File: src/hw/map_pkg.sv
package map_pkg;

  // RAM window, byte addresses.
  localparam logic [31:0] MEM_ADDR_LO = 32'h0000_0000;
  localparam logic [31:0] MEM_ADDR_HI = 32'h0001_FFFF;

  // LED output register at C000_xxxx.
  localparam logic [7:0] LED_REGION  = 8'hC0;
  localparam logic [7:0] LED_BANK    = 8'h00;

  // Key input port at C100_xxxx.
  localparam logic [7:0] KEYS_REGION = 8'hC1;
  localparam logic [7:0] KEYS_BANK   = 8'h00;

  // C101_xxxx and up stay reserved for joystick and display.
  // Anything not listed here goes to the null responder.

endpackage

File: src/hw/bus_pkg.sv
package bus_pkg;

  localparam int DATA_W = 32;
  localparam int ADDR_W = 32;
  localparam int BYTES  = DATA_W / 8;

  typedef logic [BYTES-1:0] byte_mask_t; // One enable per byte lane.

  // Peripheral view of an address.
  typedef struct packed {
    logic [7:0]  region;
    logic [7:0]  bank;
    logic [15:0] offset;
  } addr_fields_t;

  typedef union packed {
    logic [ADDR_W-1:0] word; // Compared against the RAM window.
    addr_fields_t      f;
  } bus_addr_u;

  // Clears every byte lane whose enable is low.
  function automatic logic [DATA_W-1:0] mask_bytes(input logic [DATA_W-1:0] data,
                                                   input byte_mask_t        mask);
    logic [DATA_W-1:0] res;
    res = '0;
    for (int b = 0; b < BYTES; b++)
    begin
      if (mask[b])
        res[8*b +: 8] = data[8*b +: 8];
    end
    return res;
  endfunction

endpackage
File: src/hw/mmc.sv
`timescale 1ns/1ns

module mmc
  import bus_pkg::*, map_pkg::*;
(
  input  logic              clk,
  input  logic              rst,

  input  logic              cpu_req,
  input  logic              cpu_write,
  input  bus_addr_u         cpu_addr,
  input  logic [DATA_W-1:0] cpu_wdata,
  input  byte_mask_t        cpu_rd_mask,
  input  byte_mask_t        cpu_wr_mask,
  output logic              cpu_ack,
  output logic [DATA_W-1:0] cpu_rdata,

  output logic              mem_req,
  output logic              mem_write,
  output logic [ADDR_W-1:0] mem_addr,
  output logic [DATA_W-1:0] mem_wdata,
  output byte_mask_t        mem_rd_mask,
  output byte_mask_t        mem_wr_mask,
  input  logic              mem_ack,
  input  logic [DATA_W-1:0] mem_rdata,

  output logic              led_req,
  output logic              led_write,
  output logic [ADDR_W-1:0] led_addr,
  output logic [DATA_W-1:0] led_wdata,
  output byte_mask_t        led_rd_mask,
  output byte_mask_t        led_wr_mask,
  input  logic              led_ack,
  input  logic [DATA_W-1:0] led_rdata,

  output logic              keys_req,
  output logic              keys_write,
  output logic [ADDR_W-1:0] keys_addr,
  output logic [DATA_W-1:0] keys_wdata,
  output byte_mask_t        keys_rd_mask,
  output byte_mask_t        keys_wr_mask,
  input  logic              keys_ack,
  input  logic [DATA_W-1:0] keys_rdata
);

  localparam logic [ADDR_W-1:0] LED_BASE  = {LED_REGION, LED_BANK, 16'h0000};
  localparam logic [ADDR_W-1:0] KEYS_BASE = {KEYS_REGION, KEYS_BANK, 16'h0000};

  logic mem_hit;
  logic led_hit;
  logic keys_hit;
  logic null_ack;

  // Unsigned wrap makes addresses below the base fail the limit test.
  assign mem_addr = cpu_addr.word - MEM_ADDR_LO;
  assign mem_hit  = mem_addr <= (MEM_ADDR_HI - MEM_ADDR_LO);

  assign led_hit  = (cpu_addr.f.region == LED_REGION) && (cpu_addr.f.bank == LED_BANK);
  assign keys_hit = (cpu_addr.f.region == KEYS_REGION) && (cpu_addr.f.bank == KEYS_BANK);

  assign led_addr  = cpu_addr.word - LED_BASE;
  assign keys_addr = cpu_addr.word - KEYS_BASE;

  assign mem_req  = cpu_req & mem_hit;
  assign led_req  = cpu_req & led_hit;
  assign keys_req = cpu_req & keys_hit;

  // Remaining request fields fan out unchanged.
  assign mem_write    = cpu_write;
  assign mem_wdata    = cpu_wdata;
  assign mem_rd_mask  = cpu_rd_mask;
  assign mem_wr_mask  = cpu_wr_mask;

  assign led_write    = cpu_write;
  assign led_wdata    = cpu_wdata;
  assign led_rd_mask  = cpu_rd_mask;
  assign led_wr_mask  = cpu_wr_mask;

  assign keys_write   = cpu_write;
  assign keys_wdata   = cpu_wdata;
  assign keys_rd_mask = cpu_rd_mask;
  assign keys_wr_mask = cpu_wr_mask;

  // Answers an unmapped address one cycle later so the CPU never stalls.
  always_ff @(posedge clk)
  begin
    if (rst)
      null_ack <= 1'b0;
    else
      null_ack <= cpu_req & ~(mem_hit | led_hit | keys_hit);
  end

  assign cpu_ack   = mem_ack | led_ack | keys_ack | null_ack;
  assign cpu_rdata = ({DATA_W{mem_ack}} & mem_rdata)
                   | ({DATA_W{led_ack}} & led_rdata)
                   | ({DATA_W{keys_ack}} & keys_rdata); // Null adds zero.

endmodule

File: config.mk
export PLATFORM = sky130hd
export DESIGN_NAME = mmc
export DESIGN_NICKNAME = d
export VERILOG_FILES = /design/src/hw/map_pkg.sv /design/src/hw/bus_pkg.sv /design/src/hw/mmc.sv
export SDC_FILE = /design/constraint.sdc
export NUM_CORES = 1
export LEC_CHECK = 0
export ABC_CLOCK_PERIOD_IN_PS = 1400
export BUFFER_PORTS_ARGS = -buffer_cell sky130_fd_sc_hd__buf_2
export CAP_MARGIN = 20
export CORE_AREA = 2 2 167 169
export CTS_BUF_LIST = sky130_fd_sc_hd__clkbuf_8
export DETAILED_ROUTE_END_ITERATION = 10
export DIE_AREA = 0 0 169 171
export PLACE_DENSITY_LB_ADDON = 0.15
export SETUP_SLACK_MARGIN = 0.02
export SLEW_MARGIN = 40
export SYNTH_ARGS = -nofsm -noshare
export SYNTH_HDL_FRONTEND = slang
export SYNTH_SLANG_ARGS = --single-unit
export TNS_END_PERCENT = 20
File: constraint.sdc
create_clock -name clk -period 1.4 [get_ports clk]
set_input_delay 0.14 -clock clk [delete_from_list [all_inputs] [get_ports clk]]
set_output_delay 0.14 -clock clk [all_outputs]
set_load 0.1 [all_outputs]
==> impl_metrics.toml, run 1 <==
[worst_hold_path]
hold_path_depth = 0
min_from = "cpu_wdata[7]"
worstHoldEndpoint = "mem_wdata[7]"
hp-class = "in -> out"

[power_and_ir_drop]
leakage_nw = 2.00
vdd.ir_drop.worst_v = 0.000330
p_per_area_nw_per_um2 = 778

[layout]
drive_gt1_share_pct = 80.0
reg_top3 = "null_ack (1)"
area_growth_pct = 61.3
largest_reg_flops = 1
fill_cells = 3133
antennaDiodeCount = 0
nets = 619
regMostFlops = "null_ack"
stdcell_count = 782

[detailed_routing]
ant_nets = 0
vias = 2409
vias_per_cell = 3.08
wl_per_cell_um = 13.1
firstDrtPassIters = 6
drc = 0
routed_wirelength_mm = 10.2
drtIter0Drc = 118

[grt]
grt_pass1_wl_mm = 13.5
grt_pass1_vias = 2207
gr-total-overflow = 0
gr-usage-all-layers_pct = 6.05
grt_max_degree = 26
antenna_found_initial = 1

[die]
core_sq_um = 27300
rows = 61
fp.dieArea_sq_um = 28900
die_w_um = 169
pin_count = 430
start_util_pct = 8.91
die_h_um = 171

[setup_path]
crit_required_ps = 1260
cp-start-kind = "input port"
crit_path_end_kind = "output pin"
crit_path_max_fanout = 3
arrival_ps = 1390
path_class = "in -> out"

[timing]
rsz0062_at_grt = "true"
setup_tns_ps = -265
fin_crit_ps = 1530
worst_pin_slew_ps = 502
finalWorstSetupSlack_ps = -128
min_period_over_period_pct = 109
max_freq_ghz = 0.654
hold_violations = 0
finalMaxSlewViolations = 0
relSlewSlack_pct = 66.7
finalSetupViolCount = 5

[logic_synthesis]
synth_cell_type_count = 24
ys_seq_elements = 1
synth_fp_nets = 517
syn-cell-area_sq_um = 2430
ys_warn_count = 0
synth_cells = 336
syn_area_per_cell_sq_um = 7.24
ys_seq_area_share_pct = 0.823

[place]
place_inst = 779
place_congestion = 0.698
dp_hpwl_mm = 9.15
numPortBuffers = 265

[status]
violations = "setup timing"
status = "finished, violations left"

[cts]
cts_hold_buf = 0

[job]
cap_viol_max_count = 0
## area by class of cell
type                    instances  area [sq um]  share of cell area, %
flip-flops and latches          1          20.0                  0.510
inverters                      38           150                   3.83
multi-input cells              77           862                   22.0
repair buffers                320          2460                   62.7
well taps                     346           433                   11.0
## placed cells by master (no fill, tap or decap), types with 2 or more instances in the layout
cell	count
a222oi_1	32
buf_4	54
inv_1	34
clkinvlp_4	2
buf_6	6
inv_2	2
buf_12	45
buf_2	214
nor4_4	2
nor2_2	2
nor2b_1	2
xor2_4	2
ha_4	2
ha_1	3
nor2_1	3
and2_4	2
nand2_1	4
nand4_1	4
xnor2_4	3
nor3_2	2
## per-stage QoR
stage               total power, W  setup slack (ps)  utilization, %  cell area, sq um  hold slack [ps]
global route               0.00316              -213            14.4              3930              280
detailed placement         0.00305              -243            13.9              3800              281
floorplan                  0.00387              -811               -              2590              307
global placement           0.00307              -176            13.9              3800              281
CTS                        0.00307              -160            14.1              3860              281
finish                     0.00305              -128            14.4              3930              280
## report_power, final
group / switching [W] / internal [W] / total (W)
combinational: 0.00219 / 0.000831 / 0.00302
sequential: 0.000000959 / 0.0000308 / 0.0000317
clock: 0 / 0 / 0
## Yosys cell counts, drive strengths merged
| master | instances | area (sq um) |
|---|---|---|
| or4 | 1 | 7.51 |
| nand2 | 5 | 18.8 |
| and2 | 2 | 12.5 |
| buf | 210 | 1570 |
| and4 | 1 | 8.76 |
| and3b | 1 | 8.76 |
| nor2 | 5 | 18.8 |
| nand4 | 4 | 25.0 |
| nor4 | 3 | 33.8 |
| o221a | 1 | 11.3 |
| xor2 | 2 | 17.5 |
| clkbuf | 10 | 37.5 |
| nor2b | 2 | 12.5 |
| inv | 38 | 143 |
| a21oi | 2 | 10.0 |
| a31o | 1 | 8.76 |
| xnor2 | 4 | 35.0 |
| dfxtp | 1 | 20.0 |
| a222oi | 32 | 320 |
| a41oi | 1 | 16.3 |
| nor3 | 4 | 20.0 |
| ha | 6 | 75.1 |
## cell families (layout without fill, tap and decap cells)
kind of cell    Yosys count  in the layout  share of synthesized area [%]
buf+inv                 258            358                           72.0
compound gates           37             37                           15.1
simple gates             28             28                           6.84
fa+ha+maj                 6              6                           3.08
xor+xnor                  6              6                           2.16
flops                     1              1                          0.823
## routing by layer
| layer | up-vias | share of wire (%) | routed length, um | global-route usage [%] |
|---|---|---|---|---|
| li1 | 1119 | - | - | - |
| met1 | 1085 | 35 | 3620 | 6.94 |
| met2 | 182 | 49 | 5040 | 10.4 |
| met3 | 23 | 14 | 1380 | 2.80 |
| met4 | 0 | 1.7 | 177 | 1.11 |
| met5 | - | 0 | 0 | 0 |
## critical path: stages
cell	delay, ps
buf_6	100
clkinvlp_4	70
buf_6	90
ha_4	110
and3b_1	170
and4_4	220
a21oi_4	40
nor3_4	220
buf_12	200
## worst max-delay path by stage
stage | cells after the start | from | end | slack [ps]
after global placement | 7 | cpu_addr[10] | mem_req | -180
final | 9 | cpu_addr[30] | mem_req | -130
after global routing | 9 | cpu_addr[30] | mem_req | -210
after detailed placement | 7 | cpu_addr[10] | mem_req | -240
after CTS | 6 | cpu_addr[29] | mem_req | -160
after floorplan | 6 | cpu_addr[30] | mem_req | -810
## repair_timing
| item | in CTS | in global routing |
|---|---|---|
| setup endpoints to repair | 17 | 18 |
| pin swaps | 10 | 7 |
| setup buffers | 1 | 2 |
| gates resized for setup | 15 | 16 |
Power figures use the tool's default switching activity.
==> inputs of run 2 (changes only) <==
Settings changed: REMOVE_ABC_BUFFERS set to 1.
==> impl_metrics.toml, run 2 (same netlist as run 1, synthesis figures left out) <==
[timing]
hold_violations = 0
rsz0062_at_grt = "true"
relSlewSlack_pct = 66.2
fin_crit_ps = 1540
finalWorstSetupSlack_ps = -135
finalSetupViolCount = 6
max_freq_ghz = 0.651
min_period_over_period_pct = 110
finalMaxSlewViolations = 0
worst_pin_slew_ps = 510
setup_tns_ps = -395

[power_and_ir_drop]
vdd.ir_drop.worst_v = 0.000354
p_per_area_nw_per_um2 = 800
leakage_nw = 1.96

[detailed_routing]
drc = 0
drtIter0Drc = 148
firstDrtPassIters = 5
ant_nets = 0
routed_wirelength_mm = 16.5
vias_per_cell = 3.43
vias = 2662
wl_per_cell_um = 21.3

[die]
fp.dieArea_sq_um = 28900
pin_count = 430
rows = 61
start_util_pct = 8.91
die_h_um = 171
die_w_um = 169
core_sq_um = 27300

[grt]
gr-total-overflow = 0
gr-usage-all-layers_pct = 10.3
grt_max_degree = 16
grt_pass1_vias = 2456
grt_pass1_wl_mm = 20.5
antenna_found_initial = 1

[layout]
area_growth_pct = 55.7
utilization_pct = 13.9
drive_gt1_share_pct = 77.9
final_common_cell = "buf_2"
final_cell_mix = "212 x buf_2, 48 x buf_4, 47 x buf_12"
nets = 613
reg_top3 = "null_ack (1)"
regMostFlops = "null_ack"
largest_reg_flops = 1
antennaDiodeCount = 0

[status]
status = "finished, violations left"
violations = "setup timing"

[setup_path]
path_class = "in -> out"
crit_required_ps = 1260
cp-start-kind = "input port"
crit_path_max_fanout = 2
arrival_ps = 1400
crit_path_end_kind = "output pin"

[place]
dp_hpwl_mm = 15.0
numPortBuffers = 265
place_congestion = 0.784

[worst_hold_path]
hold_path_depth = 0
hp-class = "in -> out"

[job]
cap_viol_max_count = 0
run 2: layout make-up:
type	instances	area, sq um
fillers	3161	23500
inverters	38	143
repair buffers	314	2450
flip-flops and latches	1	20.0
well taps	346	433
multi-input cells	77	744
run 2: routing by layer:
metal | wire length (um) | GRT usage (%) | vias to the layer above
li1 | - | - | 1115
met2 | 6580 | 15.1 | 374
met1 | 5870 | 10.9 | 1159
met4 | 17 | 0.0743 | 6
met3 | 3850 | 9.97 | 8
met5 | 212 | 6.26 | -
run 2: path summary, 6_finish.rpt:
kind / slack [ps] / to / start
setup / recovery: -140 / mem_req / cpu_addr[29]
hold / removal: 280 / keys_wdata[0] / cpu_wdata[0]
run 2: per-stage QoR:
step	hold slack [ps]	setup slack, ps	instances	power [W]	instance area [sq um]
after detailed placement	281	-303	773	0.00301	3620
after CTS	281	-195	775	0.00304	3730
after global routing	281	-244	776	0.00312	3790
final	280	-135	776	0.00303	3790
after global placement	281	-232	773	0.00304	3620
after floorplan	280	-2240	116	0.000973	823
run 2: critical path: stages:
cell and delay, ps:
buf_8 100, nor4_4 340, a31o_2 260, a21oi_1 100
nor3_2 160, buf_4 140, buf_12 160
run 2: power breakdown:
group          internal (W)  total [W]  switching, W  leakage (nW)
Sequential        0.0000307  0.0000309   0.000000239       0.00833
Clock                     0          0             0             0
Combinational      0.000813    0.00300       0.00219          1.95
Total              0.000844    0.00303       0.00219          1.96
run 2: repair_timing:
action,4_1_cts,5_1_grt
hold buffers,0,0
resized for setup,23,12
pin swaps,9,7
setup buffers,2,1
endpoints found under the setup margin,21,14
==> inputs of run 3 (changes only) <==
Settings changed: BUFFER_PORTS_ARGS -buffer_cell sky130_fd_sc_hd__buf_2 to unset, CORE_AREA 2 2 167 169 to 2 2 168 170, DIE_AREA 0 0 169 171 to 0 0 170 172, DONT_BUFFER_PORTS set to 1, SKIP_CTS_REPAIR_TIMING set to 1.
==> impl_metrics.toml, run 3 (same netlist as run 1, synthesis figures left out) <==
[status]
status = "finished, violations left"
violations = "setup timing"

[layout]
stdcell_count = 520
nets = 354
final_cell_mix = "44 x buf_4, 38 x inv_1, 32 x a222oi_1"
regMostFlops = "null_ack"
final_common_cell = "buf_4"
reg_top3 = "null_ack (1)"
largest_reg_flops = 1
drive_gt1_share_pct = 39.8
area_growth_pct = -21.4

[timing]
finalMaxSlewViolations = 0
fin_crit_ps = 1430
min_period_over_period_pct = 102
max_freq_ghz = 0.700
worst_pin_slew_ps = 410
hold_violations = 0
finalWorstSetupSlack_ps = -27.8
rsz0062_at_grt = "true"
relSlewSlack_pct = 72.7
whs_ps = 280
finalSetupViolCount = 2

[setup_path]
critPathBufInv = 2
crit_path_end_kind = "flip-flop"
max_stage_delay_ps = 240
critical_path.cell_chain = "inv_1, ha_1, nor2b_1, a31o_2, a41oi_4, buf_4, o221a_1"
crit_required_ps = 1330
cp-start-kind = "input port"
critical_path_depth = 7
arrival_ps = 1350
slowest_stage = "a31o_2"
crit_family = "compound AO/OA/AOI/OAI gates"
path_class = "in -> reg"
crit_path_max_fanout = 3

[detailed_routing]
ant_nets = 0
wl_per_cell_um = 36.9
routed_wirelength_mm = 19.2
firstDrtPassIters = 4
drtIter0Drc = 169
vias = 1791
drc = 0
vias_per_cell = 3.44

[job]
cap_viol_max_count = 0

[grt]
met1_usage_pct = 7.97
met3_usage_pct = 13.4
grt_pass1_wl_mm = 21.4
gr-total-overflow = 0
grt_pass1_vias = 1650
grt_busiest_layer = "met2"
grtUsageMet2_pct = 20.1
antenna_found_initial = 2
gr-usage-all-layers_pct = 11.9
grt_max_degree = 34

[place]
place_inst = 516
numPortBuffers = 0
place_congestion = 0.701
dp_hpwl_mm = 17.5

[power_and_ir_drop]
p_per_area_nw_per_um2 = 663
leakage_nw = 0.733
vdd.ir_drop.worst_v = 0.000164
power_w = 0.00127

[cts]
clk_pin_slew_ps = 0

[die]
die_h_um = 172
start_util_pct = 8.86
die_w_um = 170
core_sq_um = 27500
fp.dieArea_sq_um = 29200
pin_count = 430
rows = 61

[worst_hold_path]
hp-class = "in -> out"
hold_path_depth = 0
[run 3: final cells by class]
class                      instances  area [sq um]
sequential                         1          20.0
antenna                            3          7.51
tap                              346           433
fill                            3236         25600
multi-input combinational         77           753
inverter                          38           143
timing repair buffer              55           556
[run 3: worst paths after layout]
check | slack [ps] | from | to
worst max-delay path | -30 | cpu_addr[30] | null_ack
worst min-delay path | 280 | cpu_addr[25] | led_addr[25]
[run 3: report_power, final]
part             internal [W]  switching (W)
clock          0.000000000290              0
sequential          0.0000308     0.00000153
combinational        0.000300       0.000936
total                0.000331       0.000937
[run 3: layer usage]
metal | share of wire (%) | wire length [um]
met1 | 24 | 4590
met2 | 45 | 8680
met3 | 25 | 4790
met4 | 4.4 | 845
met5 | 1.4 | 264
[run 3: metrics by stage]
stage | TNS, ps | utilization (%) | setup slack (ps) | cell area, sq um
6_report | -51.5 | 6.96 | -27.8 | 1910
2_1_floorplan | -11040 | - | -2240 | 823
3_5_place_dp | -87.8 | 6.75 | -87.8 | 1850
4_1_cts | -104 | 6.75 | -104 | 1850
3_3_place_gp | -85.7 | 6.75 | -85.7 | 1850
5_1_grt | -256 | 6.93 | -161 | 1900
