--- src/hw/bus_pkg.sv ---
package bus_pkg;

  localparam int DATA_W = 32;
  localparam int ADDR_W = 32;
  localparam int BYTES  = DATA_W / 8;

  typedef logic [BYTES-1:0] byte_mask_t; // One enable per byte lane.

  // Peripheral view of an address.
  typedef struct packed {
    logic [7:0]  region;
    logic [7:0]  bank;
    logic [15:0] offset;
  } addr_fields_t;

  typedef union packed {
    logic [ADDR_W-1:0] word; // Compared against the RAM window.
    addr_fields_t      f;
  } bus_addr_u;

  // Clears every byte lane whose enable is low.
  function automatic logic [DATA_W-1:0] mask_bytes(input logic [DATA_W-1:0] data,
                                                   input byte_mask_t        mask);
    logic [DATA_W-1:0] res;
    res = '0;
    for (int b = 0; b < BYTES; b++)
    begin
      if (mask[b])
        res[8*b +: 8] = data[8*b +: 8];
    end
    return res;
  endfunction

endpackage
--- src/hw/led_port.sv ---
`timescale 1ns/1ns

module led_port
  import bus_pkg::*;
(
  input  logic              clk,
  input  logic              rst,
  input  logic              req,
  input  logic              write,
  input  logic [DATA_W-1:0] wdata,
  input  byte_mask_t        rd_mask,
  input  byte_mask_t        wr_mask,
  output logic              ack,
  output logic [DATA_W-1:0] rdata,
  output logic [7:0]        led
);

  // Only byte lane 0 reaches the register.
  always_ff @(posedge clk)
  begin
    if (rst)
      led <= 8'h00;
    else if (req && write && wr_mask[0])
      led <= wdata[7:0];
  end

  always_ff @(posedge clk)
  begin
    if (req)
      rdata <= write ? '0 : mask_bytes(DATA_W'(led), rd_mask);
  end

  always_ff @(posedge clk)
  begin
    if (rst)
      ack <= 1'b0;
    else
      ack <= req;
  end

endmodule

--- config.mk ---
export PLATFORM = sky130hd
export DESIGN_NAME = led_port
export DESIGN_NICKNAME = d
export VERILOG_FILES = /design/src/hw/bus_pkg.sv /design/src/hw/led_port.sv
export SDC_FILE = /design/constraint.sdc
export NUM_CORES = 1
export LEC_CHECK = 0
export BUFFER_PORTS_ARGS = -buffer_cell sky130_fd_sc_hd__buf_4
export CAP_MARGIN = 40
export CORE_UTILIZATION = 35
export DETAILED_ROUTE_END_ITERATION = 10
export PLACE_DENSITY = 0.78
export SETUP_SLACK_MARGIN = 0.05
export SYNTH_ARGS = -nofsm -noshare
export SYNTH_HDL_FRONTEND = slang
export SYNTH_SLANG_ARGS = --single-unit
--- constraint.sdc ---
create_clock -name clk -period 0.8 [get_ports clk]
set_clock_uncertainty 0.05 [all_clocks]
set_input_delay 0.08 -clock clk [delete_from_list [all_inputs] [get_ports clk]]
set_output_delay 0.08 -clock clk [all_outputs]
set_load 0.05 [all_outputs]
==> results of run 1 <==
power groups by stage:
stage                     Combinational [W]  Clock [W]  Sequential (W)
final                              0.000654   0.000432        0.000950
after global routing               0.000682   0.000492        0.000954
after CTS                          0.000629   0.000453        0.000949
after detailed placement           0.000541          0        0.000960
after global placement             0.000538          0        0.000958
after floorplan                    0.000397          0         0.00108
worst max path at each step:
stage	endpoint	cells past startpoint	startpoint
2_1_floorplan	rdata[0]	1	led[0]
4_1_cts	rdata[4]	1	rdata[4]
6_report	rdata[4]	1	rdata[4]
5_1_grt	rdata[4]	1	rdata[4]
3_3_place_gp	rdata[0]	3	write
3_5_place_dp	rdata[6]	3	write
layout by cell type (no fill, tap or decap), types with 2 or more instances in the layout:
master	n
conb_1	24
buf_6	15
nand2b_1	12
nand2b_4	4
and2_4	8
clkbuf_4	3
edfxtp_1	8
buf_8	9
mux2i_1	8
buf_4	14
dlymetal6s4s_1	2
dfxtp_4	8
dlygate4sd3_1	5
registers in the layout, indices dropped and copies added (netlist names):
name / flops
rdata: 8
led: 8
ack: 1
per-layer routing:
layer	up-vias	GRT usage	routed length (um)
met4	0	0.0676	21
li1	300	-	-
met5	-	0	0
met2	39	0.216	814
met1	272	0.137	582
met3	2	0.0205	128
kinds of logic after synthesis:
logic type,count (synthesis)
flip-flops,17
buffers and inverters,26
AND/OR/NAND/NOR,27
other,1
multiplexers,8
worst register-to-register path, stage by stage (launching register included):
cell     delay [ps]
dfxtp_4         360
buf_6           120
and2_4          120
final cells by class:
type / instances / area (um2) / area share
tap: 28 / 35.0 / 0.0251
sequential: 17 / 452 / 0.324
clock buffer: 4 / 26.3 / 0.0189
multi-input combinational: 59 / 397 / 0.285
timing repair buffer: 45 / 484 / 0.347
metrics by stage:
step                      setup slack [ps]  hold WS [ps]
final                                 -178          5.82
after global routing                  -222          13.6
after CTS                             -195          3.60
after detailed placement             -91.6           301
after global placement               -94.2           291
after floorplan                      -28.8           142
repair_timing:
| action | 4_1_cts | 5_1_grt |
|---|---|---|
| hold buffers | 7 | 0 |
| endpoints found under the hold margin | 7 | 0 |
| setup buffers | 7 | 0 |
| endpoints found under the setup margin | 25 | 34 |
| resized for setup | 37 | 12 |
==> results.json, run 1 <==
{
  "status": "finished with violations",
  "failed_checks": "setup timing",
  "r2r-end": "rdata[3]",
  "synth-xor-area-share": 0,
  "areaGrowthSynthToFinish_pct": 59.4,
  "finalCriticalPeriod_ps": 978,
  "hold_path_depth": 3,
  "wl_per_cell_um": 10.1,
  "die-height_um": 52.0,
  "start_util": 0.384,
  "period_share": 1.22,
  "synth_edf_count": 8,
  "start_kind": "register",
  "p_clk_frac": 0.212,
  "power.total_w": 0.00204,
  "viasPerCell": 4.01,
  "n_antenna_cell": 0,
  "ys_types": 11,
  "synth_cells": 79,
  "clk_path_buf_depth": 2,
  "drt-total-wl_um": 1550,
  "hold_path_class": "input pin to register",
  "ys.flop_type": "dfxtp_1",
  "cp.required_ps": 670,
  "cts_buffers": 3,
  "rows": 17,
  "nFillCells": 171,
  "swShare": 0.347,
  "die-area_um2": 2700,
  "htree_levels": 1,
  "ir_worst_vdd_uv": 913,
  "drive_above_1_share": 0.512,
  "avgSynthCellArea_um2": 11.1,
  "synthAdderAreaFrac": 0,
  "grt_start_max_net_pins": 18,
  "ys_seq_area_frac": 0.481,
  "fmax_mhz": 1020,
  "dpl_cell_area_um2": 1060,
  "holdPathEnd": "led[2]",
  "synth_top_family_by_area": "buffers and inverters",
  "synth_top_area_frac": 0.275,
  "antenna_found_initial": 0,
  "grt_usage": 0.122,
  "setup_ws_ps": -178,
  "core_area_um2": 2280,
  "yosys_warnings": 0,
  "synth-simple-area-share": 0.199,
  "worstReg2RegStart": "led[3]",
  "rr_worst_depth": 2,
  "yosys.cell_count.top_type": "buf_4",
  "drtIter0Drc": 1,
  "synth_top_area_cell": "edfxtp_1",
  "synth-compound-area-share": 0,
  "first_pass_iters": 2,
  "netSwitchingPower_w": 0.000706,
  "hold_start": "wdata[2]",
  "crit_type": "register to output port",
  "postLayoutCoreUtil": 0.612,
  "path_max_fanout": 1,
  "dp_hpwl_um": 1020,
  "netlist_area_um2": 875,
  "combPwrFrac": 0.321,
  "grt_setup_unrepaired": "true",
  "fin_nets": 170,
  "crit_buf_inv": 1,
  "slowest_stage": "edfxtp_1",
  "setup_tns_ps": -2930,
  "clkLatencyLatePin_ps": 280,
  "crit_chain": "buf_6",
  "intPower_w": 0.00133,
  "portBuffers": 30,
  "antenna_left": 0,
  "final_area_um2": 1390,
  "drc": 0,
  "setup_viol": 24,
  "synthTopCellsByArea": "edfxtp_1 27%, dfxtp_1 21%, buf_4 21%",
  "p_leak_nw": 0.645,
  "crit_arrival_ps": 850,
  "critPathTopFamily": "flip-flops",
  "maxCapViolCount": 0,
  "num_vias": 613,
  "p_seq_frac": 0.467,
  "ios": 85,
  "clkTransAtPathRegs_ps": 80,
  "root_buffer": "clkbuf_4",
  "overflow": 0,
  "clock-sinks": 17,
  "powerDensity_nw_per_um2": 1460,
  "grt_first_pass_wirelength_um": 2350,
  "synth.ff_latch_count": 17,
  "final_cells": 153,
  "dpl.cell_count": 135,
  "finalHoldViolCount": 0,
  "grt_pass1_vias": 527,
  "fp.dieW_um": 52.0,
  "synthArstFlopShare": 0,
  "final_max_slew_viol_count": 0,
  "cp-end-kind": "output port",
  "gp_congestion": 0.628,
  "cts_tree": "yes",
  "r2r_slack_ps": -90,
  "crit_path_max_incr_delay_ps": 400,
  "synthTopCellsByCount": "24 x buf_4, 16 x nand2b_1, 9 x dfxtp_1",
  "synthMuxAreaShare": 0.0916
}
(Power assumes the default switching activity.)
==> run 2, diff against run 1 <==
--- a/config.mk
+++ b/config.mk
@@ -10,7 +10,9 @@
 export CORE_UTILIZATION = 35
 export DETAILED_ROUTE_END_ITERATION = 10
 export PLACE_DENSITY = 0.78
+export REMOVE_ABC_BUFFERS = 1
 export SETUP_SLACK_MARGIN = 0.05
+export SLEW_MARGIN = 10
 export SYNTH_ARGS = -nofsm -noshare
 export SYNTH_HDL_FRONTEND = slang
 export SYNTH_SLANG_ARGS = --single-unit
==> results.json, run 2 (synthesis gave the netlist of run 1 again) <==
{
  "status": "finished with violations",
  "failed_checks": "setup timing",
  "portBuffers": 30,
  "maxCapViolCount": 0,
  "swShare": 0.356,
  "setup_viol": 23,
  "crit_buf_inv": 1,
  "antenna_found_initial": 0,
  "grt_usage": 0.121,
  "combPwrFrac": 0.312,
  "nFillCells": 173,
  "powerDensity_nw_per_um2": 1540,
  "dpl_cell_area_um2": 1030,
  "cts_buffers": 3,
  "finalCriticalPeriod_ps": 980,
  "final_common_cell": "conb_1",
  "p_seq_frac": 0.471,
  "p_leak_nw": 0.614,
  "die-height_um": 52.0,
  "areaGrowthSynthToFinish_pct": 52.5,
  "die-area_um2": 2700,
  "drtIter0Drc": 2,
  "wl_per_cell_um": 11.4,
  "setup_tns_ps": -2910,
  "ios": 85,
  "grt_start_max_net_pins": 18,
  "n_antenna_cell": 0,
  "fin_nets": 167,
  "first_pass_iters": 2,
  "start_kind": "register",
  "critPathTopFamily": "flip-flops",
  "overflow": 0,
  "clkLatencyLatePin_ps": 280,
  "grt_first_pass_wirelength_um": 2310,
  "dp_hpwl_um": 1050,
  "cp.required_ps": 670,
  "drive_above_1_share": 0.500,
  "viasPerCell": 4.08,
  "antenna_left": 0,
  "drc": 0,
  "setup_ws_ps": -180,
  "clkTransAtPathRegs_ps": 90,
  "clock-sinks": 17,
  "grt_setup_unrepaired": "true",
  "dpl.cell_count": 135,
  "cts_tree": "yes",
  "root_buffer": "clkbuf_4",
  "top_regs": "led (8), rdata (8), ack (1)",
  "crit_path_max_incr_delay_ps": 400,
  "fmax_mhz": 1020,
  "start_util": 0.384,
  "fp.dieW_um": 52.0,
  "final_cells": 150,
  "cp-end-kind": "output port",
  "crit_arrival_ps": 850,
  "grt_pass1_vias": 557,
  "intPower_w": 0.00132,
  "p_clk_frac": 0.217,
  "final_area_um2": 1330,
  "crit_chain": "buf_6",
  "drt-total-wl_um": 1710,
  "num_vias": 612,
  "final_cell_mix": "24 x conb_1, 14 x buf_4, 14 x buf_6",
  "postLayoutCoreUtil": 0.586,
  "crit_type": "register to output port",
  "slew_headroom": 0.641,
  "gp_congestion": 0.650,
  "final_max_slew_viol_count": 0,
  "rows": 17,
  "slowest_stage": "edfxtp_1",
  "clk_path_buf_depth": 2,
  "path_max_fanout": 1,
  "core_area_um2": 2280,
  "period_share": 1.23,
  "netSwitchingPower_w": 0.000729,
  "htree_levels": 1,
  "finalHoldViolCount": 0,
  "hold_path_class": "input pin to register",
  "worst_pin_slew_ps": 537,
  "ir_worst_vdd_uv": 782
}
run 2: path summary, 6_finish.rpt:
kind                 start        to  depth (start not counted)  slack [ps]
setup / recovery  rdata[5]  rdata[5]                          1        -180
hold / removal    wdata[5]    led[5]                          3           6
setup reg to reg    led[4]  rdata[4]                          2         -80
hold reg to reg     led[6]    led[6]                          2         470
run 2: power by group through the flow:
stage                     logic (W)  registers (W)  clock network (W)
after floorplan            0.000296        0.00109                  0
after global placement     0.000539       0.000975                  0
after detailed placement   0.000544       0.000977                  0
after CTS                  0.000614       0.000969           0.000453
after global routing       0.000664       0.000968           0.000496
final                      0.000640       0.000965           0.000446
run 2: layout make-up:
type	count	area, um2	share of cell area
Sequential cell	17	437	0.327
Tap cell	28	35.0	0.0263
Multi-Input combinational cell	59	384	0.288
Clock inverter	1	5.00	0.00375
Clock buffer	3	22.5	0.0169
Timing Repair Buffer	42	450	0.338
run 2: through the flow:
step / setup WS (ps) / hold WS, ps / total power [W]
2_1_floorplan: -189 / 102 / 0.00139
6_report: -180 / 5.93 / 0.00205
3_3_place_gp: -134 / 298 / 0.00151
5_1_grt: -224 / 8.19 / 0.00213
4_1_cts: -190 / 4.38 / 0.00204
3_5_place_dp: -121 / 312 / 0.00152
run 2: repair_timing:
action | in CTS | in global routing
hold buffers | 3 | 2
endpoints found under the setup margin | 21 | 32
setup buffers | 6 | 0
pin swaps | 0 | 0
hold endpoints to repair | 3 | 2
gates resized for setup | 45 | 9
run 2: metal layers:
metal | global-route usage | wire length [um]
met1 | 0.106 | 669
met2 | 0.244 | 895
met3 | 0.0292 | 136
met4 | 0.0676 | 8
met5 | 0 | 0
==> run 3, diff against run 2 <==
--- a/config.mk
+++ b/config.mk
@@ -5,11 +5,12 @@
 export SDC_FILE = /design/constraint.sdc
 export NUM_CORES = 1
 export LEC_CHECK = 0
+export ABC_AREA = 1
 export BUFFER_PORTS_ARGS = -buffer_cell sky130_fd_sc_hd__buf_4
 export CAP_MARGIN = 40
 export CORE_UTILIZATION = 35
 export DETAILED_ROUTE_END_ITERATION = 10
-export PLACE_DENSITY = 0.78
+export PLACE_DENSITY = 0.79
 export REMOVE_ABC_BUFFERS = 1
 export SETUP_SLACK_MARGIN = 0.05
 export SLEW_MARGIN = 10
==> results.json, run 3 <==
{
  "critPathTopFamily": "flip-flops",
  "slowest_stage": "edfxtp_1",
  "met3WireLength_um": 141,
  "synth-compound-area-share": 0,
  "wl_per_cell_um": 8.44,
  "grt_start_max_net_pins": 17,
  "synth_cells": 97,
  "synthTopCellsByCount": "25 x nor2_1, 24 x buf_4, 15 x nand2_1",
  "n_antenna_cell": 0,
  "powerDensity_nw_per_um2": 1800,
  "setup_ws_ps": -162,
  "portBuffers": 30,
  "finalHoldViolCount": 7,
  "yosys.cell_count.top_type": "nor2_1",
  "synthMuxAreaShare": 0,
  "cts_buffers": 3,
  "clock-sinks": 17,
  "worstReg2RegStart": "led[4]",
  "htree_levels": 1,
  "crit_buf_inv": 1,
  "crit_path_end": "rdata[4]",
  "yosys_warnings": 0,
  "p_leak_nw": 0.586,
  "setup_viol": 18,
  "synth-simple-area-share": 0.215,
  "rows": 17,
  "ios": 85,
  "clkTransAtPathRegs_ps": 90,
  "period_share": 1.20,
  "finalCriticalPeriod_ps": 962,
  "maxCapViolCount": 0,
  "core_area_um2": 2230,
  "avgSynthCellArea_um2": 8.63,
  "dpl.cell_count": 154,
  "fin_nets": 177,
  "synthTopCellsByArea": "edfxtp_1 29%, dfxtp_1 22%, buf_4 22%",
  "synth_edf_count": 8,
  "grt_usage": 0.107,
  "dp_slack_ps": 20.5,
  "dp_hpwl_um": 1040,
  "r2r-end": "rdata[4]",
  "drc": 0,
  "synth-xor-area-share": 0,
  "wl_met2_um": 622,
  "fp.dieW_um": 50.9,
  "grt_pass1_vias": 513,
  "synth.ff_latch_count": 17,
  "start_util": 0.375,
  "holdBufCountCts": 1,
  "num_vias": 606,
  "ir_worst_vdd_uv": 1000,
  "drt-total-wl_um": 1350,
  "holdWs_ps": -44.8,
  "clkLatencyLatePin_ps": 270,
  "overflow": 0,
  "grt_first_pass_wirelength_um": 2100,
  "hold_path_class": "input pin to register",
  "cp.required_ps": 670,
  "drtIter0Drc": 10,
  "first_pass_iters": 4,
  "viasPerCell": 3.79,
  "drt-met1-wl_um": 549,
  "ys.flop_type": "dfxtp_1",
  "fmax_mhz": 1040,
  "crit_type": "register to output port",
  "drive_above_1_share": 0.432,
  "status": "finished with violations",
  "final_cells": 160,
  "r2r_slack_ps": -20,
  "top_regs": "led (8), rdata (8), ack (1)",
  "cp-end-kind": "output port",
  "crit_chain": "buf_6",
  "ys_types": 10,
  "cp.depth": 1,
  "clk_path_buf_depth": 2,
  "final_cell_mix": "24 x nor2_1, 24 x conb_1, 14 x nand2_1, 14 x buf_4, 11 x buf_6",
  "antenna_found_initial": 0,
  "ys_seq_area_frac": 0.502,
  "start_kind": "register",
  "synth_top_family_by_area": "buffers and inverters",
  "cts_tree": "yes",
  "areaGrowthSynthToFinish_pct": 37.8,
  "path_max_fanout": 1,
  "grt_setup_unrepaired": "true",
  "final_max_slew_viol_count": 0,
  "netlist_area_um2": 837,
  "gp_congestion": 0.680,
  "synthAdderAreaFrac": 0,
  "synthArstFlopShare": 0,
  "failed_checks": "hold timing, setup timing",
  "rr_worst_depth": 3,
  "antenna_left": 0,
  "dr.max_layer_used": "met4",
  "crit_arrival_ps": 830,
  "crit_start": "rdata[4]",
  "crit_path_max_incr_delay_ps": 390,
  "synth_top_area_frac": 0.287,
  "die-area_um2": 2590,
  "die-height_um": 50.9,
  "root_buffer": "clkbuf_4",
  "synth_top_area_cell": "edfxtp_1"
}
## run 3: timing repair
item | in CTS | in global routing
hold endpoints to repair | 8 | 6
gates resized for setup | 30 | 14
pin swaps | 1 | 6
buffers inserted | 0 | 1
setup endpoints to repair | 17 | 33
## run 3: worst min-delay path by stage
| stage | from | end | depth (start not counted) | slack (ps) |
|---|---|---|---|---|
| after global routing | wdata[6] | led[6] | 3 | -20 |
| final | wdata[5] | led[5] | 3 | -40 |
| after global placement | rst | ack | 2 | 200 |
| after floorplan | rst | ack | 1 | 100 |
| after detailed placement | rst | ack | 2 | 200 |
| after CTS | wdata[5] | led[5] | 3 | -30 |
## run 3: logic make-up after synthesis
kind of cell           after synthesis
DFF                                 17
other                                1
and+or+nand+nor                     43
buffers and inverters               36
## run 3: layer usage
| metal | vias to the layer above | track usage |
|---|---|---|
| met1 | 250 | 0.121 |
| met2 | 43 | 0.182 |
| met3 | 4 | 0.0268 |
| met5 | - | 0 |
| li1 | 309 | - |
| met4 | 0 | 0.0602 |
## run 3: power by group
| group | switching [W] | leakage [nW] | internal, W | total (W) |
|---|---|---|---|---|
| Sequential | 0.0000305 | 0.160 | 0.000956 | 0.000986 |
| Combinational | 0.000485 | 0.411 | 0.000169 | 0.000654 |
| Clock | 0.000244 | 0.0150 | 0.000193 | 0.000437 |
## run 3: final cells by class
cell class                      instances  area (um2)
Clock buffer                            4        26.3
Fill cell                             210        1080
Inverter                               11        41.3
Multi-Input combinational cell         67         275
Sequential cell                        17         432
Tap cell                               28        35.0
Timing Repair Buffer                   33         344
## run 3: worst min-delay path, cell delays in order
cell    delay, ps
buf_4          80
nor2_1         30
nor2_1         60
## run 3: stage by stage
stage / hold WS (ps) / area [um2] / power [W] / TNS [ps] / utilization
6_report: -44.8 / 1150 / 0.00208 / -2300 / 0.517
5_1_grt: -21.4 / 1150 / 0.00215 / -2840 / 0.517
4_1_cts: -27.5 / 1130 / 0.00206 / -2240 / 0.504
3_5_place_dp: 201 / 1000 / 0.00159 / 0 / 0.448
3_3_place_gp: 196 / 1000 / 0.00158 / 0 / 0.448
2_1_floorplan: 101 / 732 / 0.00144 / -3390 / -
