**src/hw/bus_pkg.sv**
```systemverilog
package bus_pkg;

  localparam int DATA_W = 32;
  localparam int ADDR_W = 32;
  localparam int BYTES  = DATA_W / 8;

  typedef logic [BYTES-1:0] byte_mask_t; // One enable per byte lane.

  // Peripheral view of an address.
  typedef struct packed {
    logic [7:0]  region;
    logic [7:0]  bank;
    logic [15:0] offset;
  } addr_fields_t;

  typedef union packed {
    logic [ADDR_W-1:0] word; // Compared against the RAM window.
    addr_fields_t      f;
  } bus_addr_u;

  // Clears every byte lane whose enable is low.
  function automatic logic [DATA_W-1:0] mask_bytes(input logic [DATA_W-1:0] data,
                                                   input byte_mask_t        mask);
    logic [DATA_W-1:0] res;
    res = '0;
    for (int b = 0; b < BYTES; b++)
    begin
      if (mask[b])
        res[8*b +: 8] = data[8*b +: 8];
    end
    return res;
  endfunction

endpackage
```
**src/hw/keys_port.sv**
```systemverilog
`timescale 1ns/1ns

module keys_port
  import bus_pkg::*;
#(
  parameter int NUM_KEYS = 4
)
(
  input  logic                clk,
  input  logic                rst,
  input  logic                req,
  input  logic                write,
  input  byte_mask_t          rd_mask,
  input  logic [NUM_KEYS-1:0] keys,
  output logic                ack,
  output logic [DATA_W-1:0]   rdata
);

  logic [NUM_KEYS-1:0] key_meta;
  logic [NUM_KEYS-1:0] key_sync;

  // Two flops against metastability on the asynchronous pins.
  always_ff @(posedge clk)
  begin
    key_meta <= keys;
    key_sync <= key_meta;
  end

  // Writes are answered but have no effect.
  always_ff @(posedge clk)
  begin
    if (req)
      rdata <= write ? '0 : mask_bytes(DATA_W'(key_sync), rd_mask);
  end

  always_ff @(posedge clk)
  begin
    if (rst)
      ack <= 1'b0;
    else
      ack <= req;
  end

endmodule

```
**config.mk**
```make
export PLATFORM = sky130hd
export DESIGN_NAME = keys_port
export DESIGN_NICKNAME = d
export VERILOG_FILES = /design/src/hw/bus_pkg.sv /design/src/hw/keys_port.sv
export SDC_FILE = /design/constraint.sdc
export NUM_CORES = 1
export LEC_CHECK = 0
export BUFFER_PORTS_ARGS = -buffer_cell sky130_fd_sc_hd__buf_2
export CELL_PAD_IN_SITES_DETAIL_PLACEMENT = 1
export CELL_PAD_IN_SITES_GLOBAL_PLACEMENT = 2
export CORE_MARGIN = 2
export CORE_UTILIZATION = 20
export DETAILED_ROUTE_END_ITERATION = 8
export PLACE_DENSITY_LB_ADDON = 0.1
export SYNTH_ARGS = -nofsm -noshare
export SYNTH_HDL_FRONTEND = slang
export SYNTH_SLANG_ARGS = --single-unit
```
**constraint.sdc**
```tcl
create_clock -name clk -period 1.2 [get_ports clk]
set_clock_uncertainty 0.15 [all_clocks]
set_input_delay 0.06 -clock clk [delete_from_list [all_inputs] [get_ports clk]]
set_output_delay 0.06 -clock clk [all_outputs]
set_load 0.005 [all_outputs]
```
==> results by group, run 1 <==
Status
  • Outcome: finished clean

Logic synthesis
  • Largest cells by area after synthesis: buf_4 (38%), dfxtp_1 (32%), edfxtp_1 (22%)
  • Synth warnings: 0
  • Synthesized area: 556 um^2
  • Synth Register Bits: 13
  • Share of the synthesized area in the top cell type: 37.8%
  • Post-synthesis cell type with the largest combined area: buf_4
  • Library cells used by synthesis: 6
  • Sequential area share after synthesis: 54.1%
  • Mapped Cells: 47
  • Mapped Avg Cell Area: 11.8 um^2

Layout
  • Antenna diode count: 0
  • Synth-to-Final Area Change: 16.7%
  • Final std cells w/o fill: 101
  • Final Instance Area: 648 um^2
  • Layout cells sized above 1: roughly a quarter
  • Nets: 83

Setup path
  • Arrival time at the worst endpoint: 0.89 ns
  • FF-to-FF path depth: 1
  • Flop2flop setup slack: ~0.34 ns
  • Setup crit end kind: register
  • Crit path launch type: primary input
  • Peak fanout along the critical path: 4
  • Worst flop-to-flop path endpoint: rdata[1]$_SDFFCE_PP0P_
  • Kind of critical path: in -> reg
  • Reg2reg start: key_sync[1]$_DFF_P_
  • CP Data Required Time: 1.07 ns

Power and ir drop
  • Total chip power: about 0.0008 W
  • Lkg Pwr: ~0.34 nW
  • Peak VDD IR: 572 uV
  • PwrDens: 1230 nW/um^2

Clock network
  • Clk slew on worst S/H paths: 0.07 ns
  • Max clock buf depth: 2
  • Sink Count: 13
  • Clk_lat worst skew: ~0.27 ns
  • CTS HTree Levels: 1
  • Clock Root Buffer: clkbuf_4
  • TritonCTS clock tree: yes
  • Total CTS buffers: 3
  • CTS resizes: 0

Drt
  • Via count: 283
  • Max Used Layer: met3
  • 1st-pass router iterations: 1
  • DRC: 0
  • WL final: between 500 and 600 um
  • Routed WL per cell: 5.81 um
  • Vias/cell: 2.80
  • Final antenna-violating net count: 0
  • Wire length on met2: about 270 um
  • DRT met1 WL: 219 um
  • Drt first-iter violations: 0
  • Routed wl met3: 98 um

Place
  • DP Cell Count: 90
  • Post-DP HPWL: slightly below 500 um
  • Dpl cell area: 551 um^2
  • PortBufs: 13
  • Pre-CTS setup slack: around 0.35 ns
  • RePlAce Congestion: 0.613

STA
  • Final setup vio count: 0
  • Setup TNS: 0 ns
  • Tmin final: 1.02 ns
  • Peak Freq: 985 MHz
  • Pins Over Slew Limit: 0
  • RSZ-0062 raised after global routing: no
  • Final Hold Vio Count: 0
  • Setup ws final: 0.184 ns
  • Fin crit share: between 80% and 90%

GRT
  • First-pass GRT wire length: 834 um
  • Total congestion overflow: 0
  • Largest net degree at the start of global routing: 9
  • Initial antenna violation count: 0
  • Number of global-route vias before repair: 223
  • All-layer global routing usage: 3.54%

Worst hold path
  • Hold Crit Class: in -> reg
  • Hold endpoint: rdata[0]$_SDFFCE_PP0P_
  • Min-delay src: write
  • Hold path depth: 2

Die
  • Row count: 19
  • Die W: ~57 um
  • Total die area: 3220 um^2
  • # IOs: 45
  • Initial core utilization: between 20% and 30%
  • Die extent in y: 56.7 um
  • Core area: 2690 um^2

Flow run
  • Max Cap Viol: 0
-- per-stage QoR --
| stage | util (%) | hold slack (ns) |
|---|---|---|
| after floorplan | - | -0.0623 |
| after global placement | 20.5 | 0.0135 |
| after detailed placement | 20.5 | 0.0144 |
| after CTS | 24.1 | 0.0560 |
| after global routing | 24.1 | 0.0645 |
| final | 24.1 | 0.0617 |
-- registers in the layout, indices dropped and copies added (netlist names) --
signal    flops
key_meta      4
key_sync      4
rdata         4
ack           1
-- per-layer routing --
metal | global-route usage, % | vias up
met3 | 3.69 | 0
met4 | 1.02 | 0
met1 | 3.39 | 123
met5 | 0 | -
li1 | - | 138
met2 | 5.15 | 22
-- worst max-delay path, cell delays in order --
cell	delay, ns
dlygate4sd3_1	0.53
buf_2	0.14
and3b_1	0.16
-- power by group --
part,switching [W],leakage [nW],internal [W]
clock network,0.000127,0.0177,0.000123
registers,0.00000410,0.118,0.000475
logic,0.0000353,0.205,0.0000336
total,0.000167,0.341,0.000632
-- placed cells by master (no fill, tap or decap) --
master / n
dfxtp_1: 9
nor2b_1: 1
buf_2: 13
clkinv_2: 1
dlygate4sd3_1: 7
clkbuf_4: 3
conb_1: 28
edfxtp_1: 4
and3b_1: 4
-- what timing repair did --
action	in CTS	in global routing
setup buffers	0	0
hold endpoints to repair	11	0
hold buffers	7	0
-- cell usage after synthesis, drive strengths merged --
cell type and n:
nor2b 1, and3b 4, buf 28, conb 1, dfxtp 9, edfxtp 4
-- cell type report --
cell class              instances  area [um^2]
well taps                      31         38.8
fillers                       321         2040
clock buffers                   3         22.5
repair buffers                 20          135
clock inverters                 1         5.00
multi-input cells              33          146
flip-flops and latches         13          300
-- kinds of logic after synthesis --
logic type | after synthesis | synth area share (%)
and+or+nand+nor | 5 | 7.43
buffers and inverters | 28 | 37.8
other | 1 | 0.675
DFF | 13 | 54.1
-- worst max-delay path by stage --
stage / from / end / slack, ns
2_1_floorplan: key_sync[0]$_DFF_P_ / rdata[0]$_SDFFCE_PP0P_ / 0.37
3_3_place_gp: key_sync[1]$_DFF_P_ / rdata[1]$_SDFFCE_PP0P_ / 0.35
3_5_place_dp: key_sync[2]$_DFF_P_ / rdata[2]$_SDFFCE_PP0P_ / 0.35
4_1_cts: rd_mask[0] / rdata[1]$_SDFFCE_PP0P_ / 0.20
5_1_grt: rd_mask[0] / rdata[1]$_SDFFCE_PP0P_ / 0.19
6_report: rd_mask[0] / rdata[1]$_SDFFCE_PP0P_ / 0.18
(Power assumes the default switching activity.)
==> run 2, diff against run 1 <==
- ABC_AREA: unset -> 1
- CORE_UTILIZATION: 20 -> 19
- clock period: 1.2 -> 1 ns (I/O delays scaled with it)
==> run 2 against run 1 <==
Compared with the run above:
- critical path depth fell by 2
- wire length rose by 4.8%
- global-route usage rose by 0.38 points
- design area rose by 1.7%
- worst setup slack got worse by 0.14 ns
==> results by group, run 2 <==
Status
  • Outcome: finished clean

Setup path
  • Kind of critical path: reg -> out
  • Buf/Inv on CP: 1 (-1)
  • Crit path launch type: register
  • Arrival time at the worst endpoint: 0.76 ns (-0.13 ns)
  • CP Data Required Time: 0.80 ns (-0.27 ns)
  • Top delay family on crit path: flip-flops
  • CP max-delay cell: edfxtp_1
  • Crit-path max cell delay: 0.37 ns (-0.16 ns)
  • Setup crit end kind: primary output
  • Worst path cell trace: buf_2
  • Peak fanout along the critical path: 1 (-3)

STA
  • Final setup vio count: 0 (unchanged)
  • Fin crit share: 96.0%
  • Peak Freq: 1040 MHz
  • Final Hold Vio Count: 0 (unchanged)
  • RSZ-0062 raised after global routing: no
  • Setup TNS: 0 ns (unchanged)
  • Pins Over Slew Limit: 0 (unchanged)
  • Tmin final: 0.960 ns

Logic synthesis
  • Ys async rst share: 0% (unchanged)
  • Mapped Avg Cell Area: 10.4 um^2 (-12%)
  • Largest cells by area after synthesis: buf_4 (37%), dfxtp_1 (32%), edfxtp_1 (21%)
  • Library cells used by synthesis: 7 (+1)
  • Sequential area share after synthesis: 53.5% (-0.60 points)
  • Mapped Cells: 54 (+15%)
  • Post-synthesis cell type with the largest combined area: buf_4
  • Synthesized area: 562 um^2 (+1.1%)
  • Post-synth EDFFs: 4 (unchanged)
  • Synth Register Bits: 13 (unchanged)
  • Most common cell in the netlist: buf_4
  • Most frequent cells after synthesis: buf_4 (28), dfxtp_1 (9), inv_1 (6), nor2_1 (5), edfxtp_1 (4)
  • Synth Flop Type: dfxtp_1
  • Synth warnings: 0 (unchanged)
  • Share of the synthesized area in the top cell type: 37.4% (-0.42 points)

Power and ir drop
  • Clock share of power: 31.3% (about the same)
  • Peak VDD IR: 877 uV (+53%)
  • Cell Int Power: 0.000758 W (+20%)
  • Combinational share of power: 9.1% (+0.5 points)
  • Flop pwr share: 59.6% (-0.4 points)
  • PwrDens: 1460 nW/um^2 (+19%)
  • Switching share of power: 21.5% (+0.62 points)
  • Lkg Pwr: 0.360 nW (+5.6%)
  • Psw: 0.000207 W (+24%)

Layout
  • Top Registers: key_meta (4), key_sync (4), rdata (4)
  • Most frequent cells in the layout: conb_1 (28), buf_2 (13), dfxtp_1 (9), dlygate4sd3_1 (7), inv_1 (6)
  • Antenna diode count: 0 (unchanged)
  • Layout cells sized above 1: 23.4% (-0.91 points)
  • Final std cells w/o fill: 108 (+6.9%)
  • Commonest non-fill, non-tap cell in the layout: conb_1
  • Nets: 90 (+8.4%)
  • Synth-to-Final Area Change: 17.4%

GRT
  • Global Route met2 Usage: 6.26% (+1.1 points)
  • Met1 GRT Util: 3.16% (-0.24 points)
  • Initial antenna violation count: 0 (unchanged)
  • Number of global-route vias before repair: 238 (+6.7%)
  • Largest net degree at the start of global routing: 9 (unchanged)
  • Grt met3 use: 4.40% (+0.71 points)
  • Most used routing layer: met2
  • First-pass GRT wire length: 931 um (+12%)
  • Total congestion overflow: 0 (unchanged)
  • All-layer global routing usage: 3.92% (+0.38 points)

Clock network
  • Sink Count: 13 (unchanged)
  • Post-CTS Setup Inserts: 0 (unchanged)
  • CTS HTree Levels: 1 (unchanged)
  • Total CTS buffers: 3 (unchanged)
  • Clk_lat worst skew: 0.27 ns (about the same)
  • Clock Root Buffer: clkbuf_4
  • TritonCTS clock tree: yes
  • Max clock buf depth: 2 (unchanged)
  • Clk slew on worst S/H paths: 0.07 ns (about the same)

Die
  • # IOs: 45 (unchanged)
  • Row count: 19 (unchanged)
  • Die W: 58.4 um (+2.9%)
  • Initial core utilization: 20.2% (-0.48 points)
  • Total die area: 3410 um^2 (+6.0%)
  • Core area: 2780 um^2 (+3.5%)
  • Die extent in y: 58.4 um (+2.9%)

Place
  • RePlAce Congestion: 0.646 (+5.3%)
  • Post-DP HPWL: 486 um (-1.9%)
  • PortBufs: 13 (unchanged)
  • DP Cell Count: 97 (+7.8%)

Drt
  • Drt first-iter violations: 5 (+5)
  • DRC: 0 (unchanged)
  • WL final: 615 um (+4.8%)
  • 1st-pass router iterations: 2 (+1)
  • Vias/cell: 2.68 (-4.5%)
  • Routed WL per cell: 5.69 um (-2.0%)
  • Via count: 289 (+2.1%)
  • Final antenna-violating net count: 0 (unchanged)

Flow run
  • Max Cap Viol: 0 (unchanged)

Worst hold path
  • Hold Crit Class: in -> reg
[run 2: cell type report]
type,instances,area [um^2]
Sequential cell,13,300
Timing Repair Buffer,20,135
Fill cell,335,2120
Multi-Input combinational cell,34,135
Clock buffer,3,22.5
Inverter,6,22.5
Tap cell,31,38.8
Clock inverter,1,5.00
[run 2: final timing paths]
path | startpoint | to | slack, ns | cells after the start
setup / recovery | rdata[0]$_SDFFCE_PP0P_ | rdata[0] | 0.04 | 1
hold / removal | write | rdata[3]$_SDFFCE_PP0P_ | 0.02 | 4
setup reg to reg | key_sync[1]$_DFF_P_ | rdata[1]$_SDFFCE_PP0P_ | 0.23 | 2
hold reg to reg | key_meta[2]$_DFF_P_ | key_sync[2]$_DFF_P_ | 0.18 | 0
[run 2: worst min-delay path: cells and delay by family]
family                 cells  cell delay [ns]
buffers and inverters      2             0.12
and+or+nand+nor            2             0.11
[run 2: cell families (layout without fill, tap and decap cells)]
logic type | count (synthesis) | count (layout) | synth area share (%)
buf+inv | 34 | 30 | 41.4
simple gates | 6 | 6 | 4.46
other cells | 1 | 28 | 0.668
flops | 13 | 13 | 53.5
[run 2: layer usage]
layer  share of wire, %  vias to the layer above  wire length (um)
met2                 51                       26               312
met1                 31                      115               188
met4                  0                        0                 0
li1                   -                      148                 -
met5                  0                        -                 0
met3                 19                        0               115
[run 2: stage by stage]
stage	setup WS [ns]	hold WS, ns	utilization (%)	power, W	cell area [um^2]
after detailed placement	0.240	0.00439	20.0	0.000651	557
after global routing	0.00275	0.0475	23.7	0.00102	659
after floorplan	0.258	-0.0723	-	0.000701	663
after global placement	0.238	0.00304	20.0	0.000650	557
final	0.0404	0.0236	23.7	0.000965	659
after CTS	0.0225	0.0270	23.5	0.000980	654
[run 2: timing repair]
| action | CTS | global route |
|---|---|---|
| resized for setup | 0 | 1 |
| hold buffers | 7 | 0 |
| setup endpoints to repair | 0 | 3 |
| hold endpoints to repair | 13 | 0 |
[run 2: power groups by stage]
stage	Combinational (W)	Clock [W]	Sequential (W)
6_report	0.0000873	0.000302	0.000575
2_1_floorplan	0.000112	0	0.000589
4_1_cts	0.0000837	0.000321	0.000576
5_1_grt	0.000105	0.000338	0.000578
3_3_place_gp	0.0000625	0	0.000588
3_5_place_dp	0.0000632	0	0.000588
==> run 3, diff against run 2 <==
- SETUP_SLACK_MARGIN: unset -> 0.1
==> run 3 against run 2 <==
Compared with the run above:
- flip-flop and latch count is the same
- hold slack worse by 0.12 ns
- clock power about the same
- register-to-register slack barely moved
- critical endpoint unchanged
- the flow now finishes with violations (hold timing)
- critical path type unchanged
- die area stayed put
- global-route usage is 0.23 points lower
==> results by group, run 3 (synthesized netlist as in run 2, its figures left out) <==
Layout
  • Synth-to-Final Area Change: 14.7%
  • Top Registers: key_meta (4), key_sync (4), rdata (4)
  • Final Instance Area: 644 um^2 (-2.3%)
  • Commonest non-fill, non-tap cell in the layout: conb_1
  • # fillers: 340 (+1.5%)
  • Layout cells sized above 1: 23.7% (+0.31 points)
  • Most frequent cells in the layout: conb_1 (28), buf_2 (13), dfxtp_1 (9), inv_1 (6), dlygate4sd3_1 (6)
  • Finished Core Util: 23.2% (-0.54 points)
  • Nets: 89 (-1.1%)
  • Antenna diode count: 0 (unchanged)
  • Final std cells w/o fill: 107 (-0.93%)

GRT
  • All-layer global routing usage: 3.68% (-0.23 points)
  • Total congestion overflow: 0 (unchanged)
  • Initial antenna violation count: 0 (unchanged)
  • First-pass GRT wire length: 883 um (-5.2%)
  • Number of global-route vias before repair: 231 (-2.9%)
  • Largest net degree at the start of global routing: 9 (unchanged)

Setup path
  • Kind of critical path: reg -> out
  • Reg2reg start: key_sync[1]$_DFF_P_
  • Arrival time at the worst endpoint: 0.76 ns (about the same)
  • Crit-path max cell delay: 0.37 ns (about the same)
  • CP Data Required Time: 0.80 ns (about the same)
  • Peak fanout along the critical path: 1 (unchanged)
  • CP max-delay cell: edfxtp_1
  • Flop2flop setup slack: 0.23 ns (about the same)
  • Worst path cell trace: buf_2
  • Crit path launch type: register
  • Top delay family on crit path: flip-flops
  • Setup crit end kind: primary output
  • Worst flop-to-flop path endpoint: rdata[1]$_SDFFCE_PP0P_
  • Buf/Inv on CP: 1 (unchanged)
  • FF-to-FF path depth: 2 (unchanged)

Status
  • Failing checks: hold timing
  • Outcome: complete, but fails checks

Drt
  • 1st-pass router iterations: 2 (unchanged)
  • WL final: 586 um (-4.7%)
  • Routed WL per cell: 5.48 um (-3.8%)
  • Drt first-iter violations: 5 (unchanged)
  • Final antenna-violating net count: 0 (unchanged)
  • DRC: 0 (unchanged)
  • Via count: 284 (-1.7%)
  • Vias/cell: 2.65 (-0.81%)

Place
  • PortBufs: 13 (unchanged)
  • DP Cell Count: 97 (unchanged)
  • Post-DP HPWL: 486 um (unchanged)
  • RePlAce Congestion: 0.646 (unchanged)
  • Dpl cell area: 557 um^2 (unchanged)

Worst hold path
  • Hold path depth: 1 (-3)
  • Hold endpoint: rdata[3]$_SDFFCE_PP0P_
  • Hold Crit Class: in -> reg
  • Min-delay src: req

Die
  • # IOs: 45 (unchanged)
  • Initial core utilization: 20.2% (unchanged)
  • Row count: 19 (unchanged)
  • Die W: 58.4 um (unchanged)
  • Core area: 2780 um^2 (unchanged)
  • Total die area: 3410 um^2 (unchanged)
  • Die extent in y: 58.4 um (unchanged)

STA
  • Peak Freq: 1040 MHz (about the same)
  • Tmin final: 0.960 ns (+0.000217 ns)
  • Final setup vio count: 0 (unchanged)
  • Hold Worst Slack: -0.0919 ns (-0.115 ns)
  • RSZ-0062 raised after global routing: yes
  • Setup TNS: 0 ns (unchanged)
  • Pins Over Slew Limit: 0 (unchanged)
  • Final Hold Vio Count: 8 (+8)
  • Fin crit share: 96.0% (about the same)

Clock network
  • Post-CTS Setup Inserts: 0 (unchanged)
  • CTS HTree Levels: 1 (unchanged)
  • Sink Count: 13 (unchanged)
  • CTS resizes: 0 (unchanged)
  • TritonCTS clock tree: yes
  • Clk_lat worst skew: 0.27 ns (about the same)
  • Total CTS buffers: 3 (unchanged)
  • Clk slew on worst S/H paths: 0.07 ns (about the same)
  • Max clock buf depth: 2 (unchanged)
  • Hold_buf cts: 6 (-1)
  • Clock Root Buffer: clkbuf_4

Power and ir drop
  • Lkg Pwr: 0.351 nW (-2.5%)
  • Peak VDD IR: 877 uV (about the same)
  • PwrDens: 1490 nW/um^2 (+1.8%)

Flow run
  • Max Cap Viol: 0 (unchanged)
==> run 3: cell types whose count changed in the layout (fill, tap and decap cells not counted), sizes merged <==
| cell | delta |
|---|---|
| dlygate4sd3 | -1 |
==> run 3: stage by stage <==
step           power (W)  worst slack (ns)
3_3_place_gp    0.000650             0.238
4_1_cts         0.000977            0.0225
2_1_floorplan   0.000701             0.258
3_5_place_dp    0.000651             0.240
5_1_grt          0.00101           0.00275
6_report        0.000960            0.0402
==> run 3: how the worst max path moves through the flow <==
stage | slack [ns] | cells after the start | startpoint | to
CTS | 0.02 | 1 | rdata[0]$_SDFFCE_PP0P_ | rdata[0]
floorplan | 0.26 | 2 | key_sync[0]$_DFF_P_ | rdata[0]$_SDFFCE_PP0P_
global placement | 0.24 | 2 | key_sync[3]$_DFF_P_ | rdata[3]$_SDFFCE_PP0P_
detailed placement | 0.24 | 2 | key_sync[0]$_DFF_P_ | rdata[0]$_SDFFCE_PP0P_
finish | 0.04 | 1 | rdata[0]$_SDFFCE_PP0P_ | rdata[0]
global route | 0.003 | 1 | rdata[2]$_SDFFCE_PP0P_ | rdata[2]
==> run 3: worst reg2reg max path, stage by stage (launching register included) <==
cell,delay [ns]
dfxtp_1,0.30
inv_1,0.04
nor2_1,0.04
==> run 3: area by class of cell <==
class / instances / area [um^2] / area share, %
Multi-Input combinational cell: 34 / 130 / 20.2
Tap cell: 31 / 38.8 / 6.02
Inverter: 6 / 22.5 / 3.50
Timing Repair Buffer: 19 / 125 / 19.4
Clock buffer: 3 / 22.5 / 3.50
Clock inverter: 1 / 5.00 / 0.777
Sequential cell: 13 / 300 / 46.6
==> run 3: report_power, final <==
part	leakage, nW	switching [W]	internal [W]
clock	0.0177	0.000155	0.000148
combinational	0.215	0.0000456	0.0000363
sequential	0.118	0.00000503	0.000570
total	0.351	0.000205	0.000754
==> run 3: layer usage <==
layer / GRT usage [%] / share of wire, % / vias up
met1: 3.02 / 32 / 112
met5: 0 / 0 / -
met2: 5.62 / 48 / 26
met3: 4.40 / 20 / 0
met4: 0.997 / 0 / 0
li1: - / - / 146
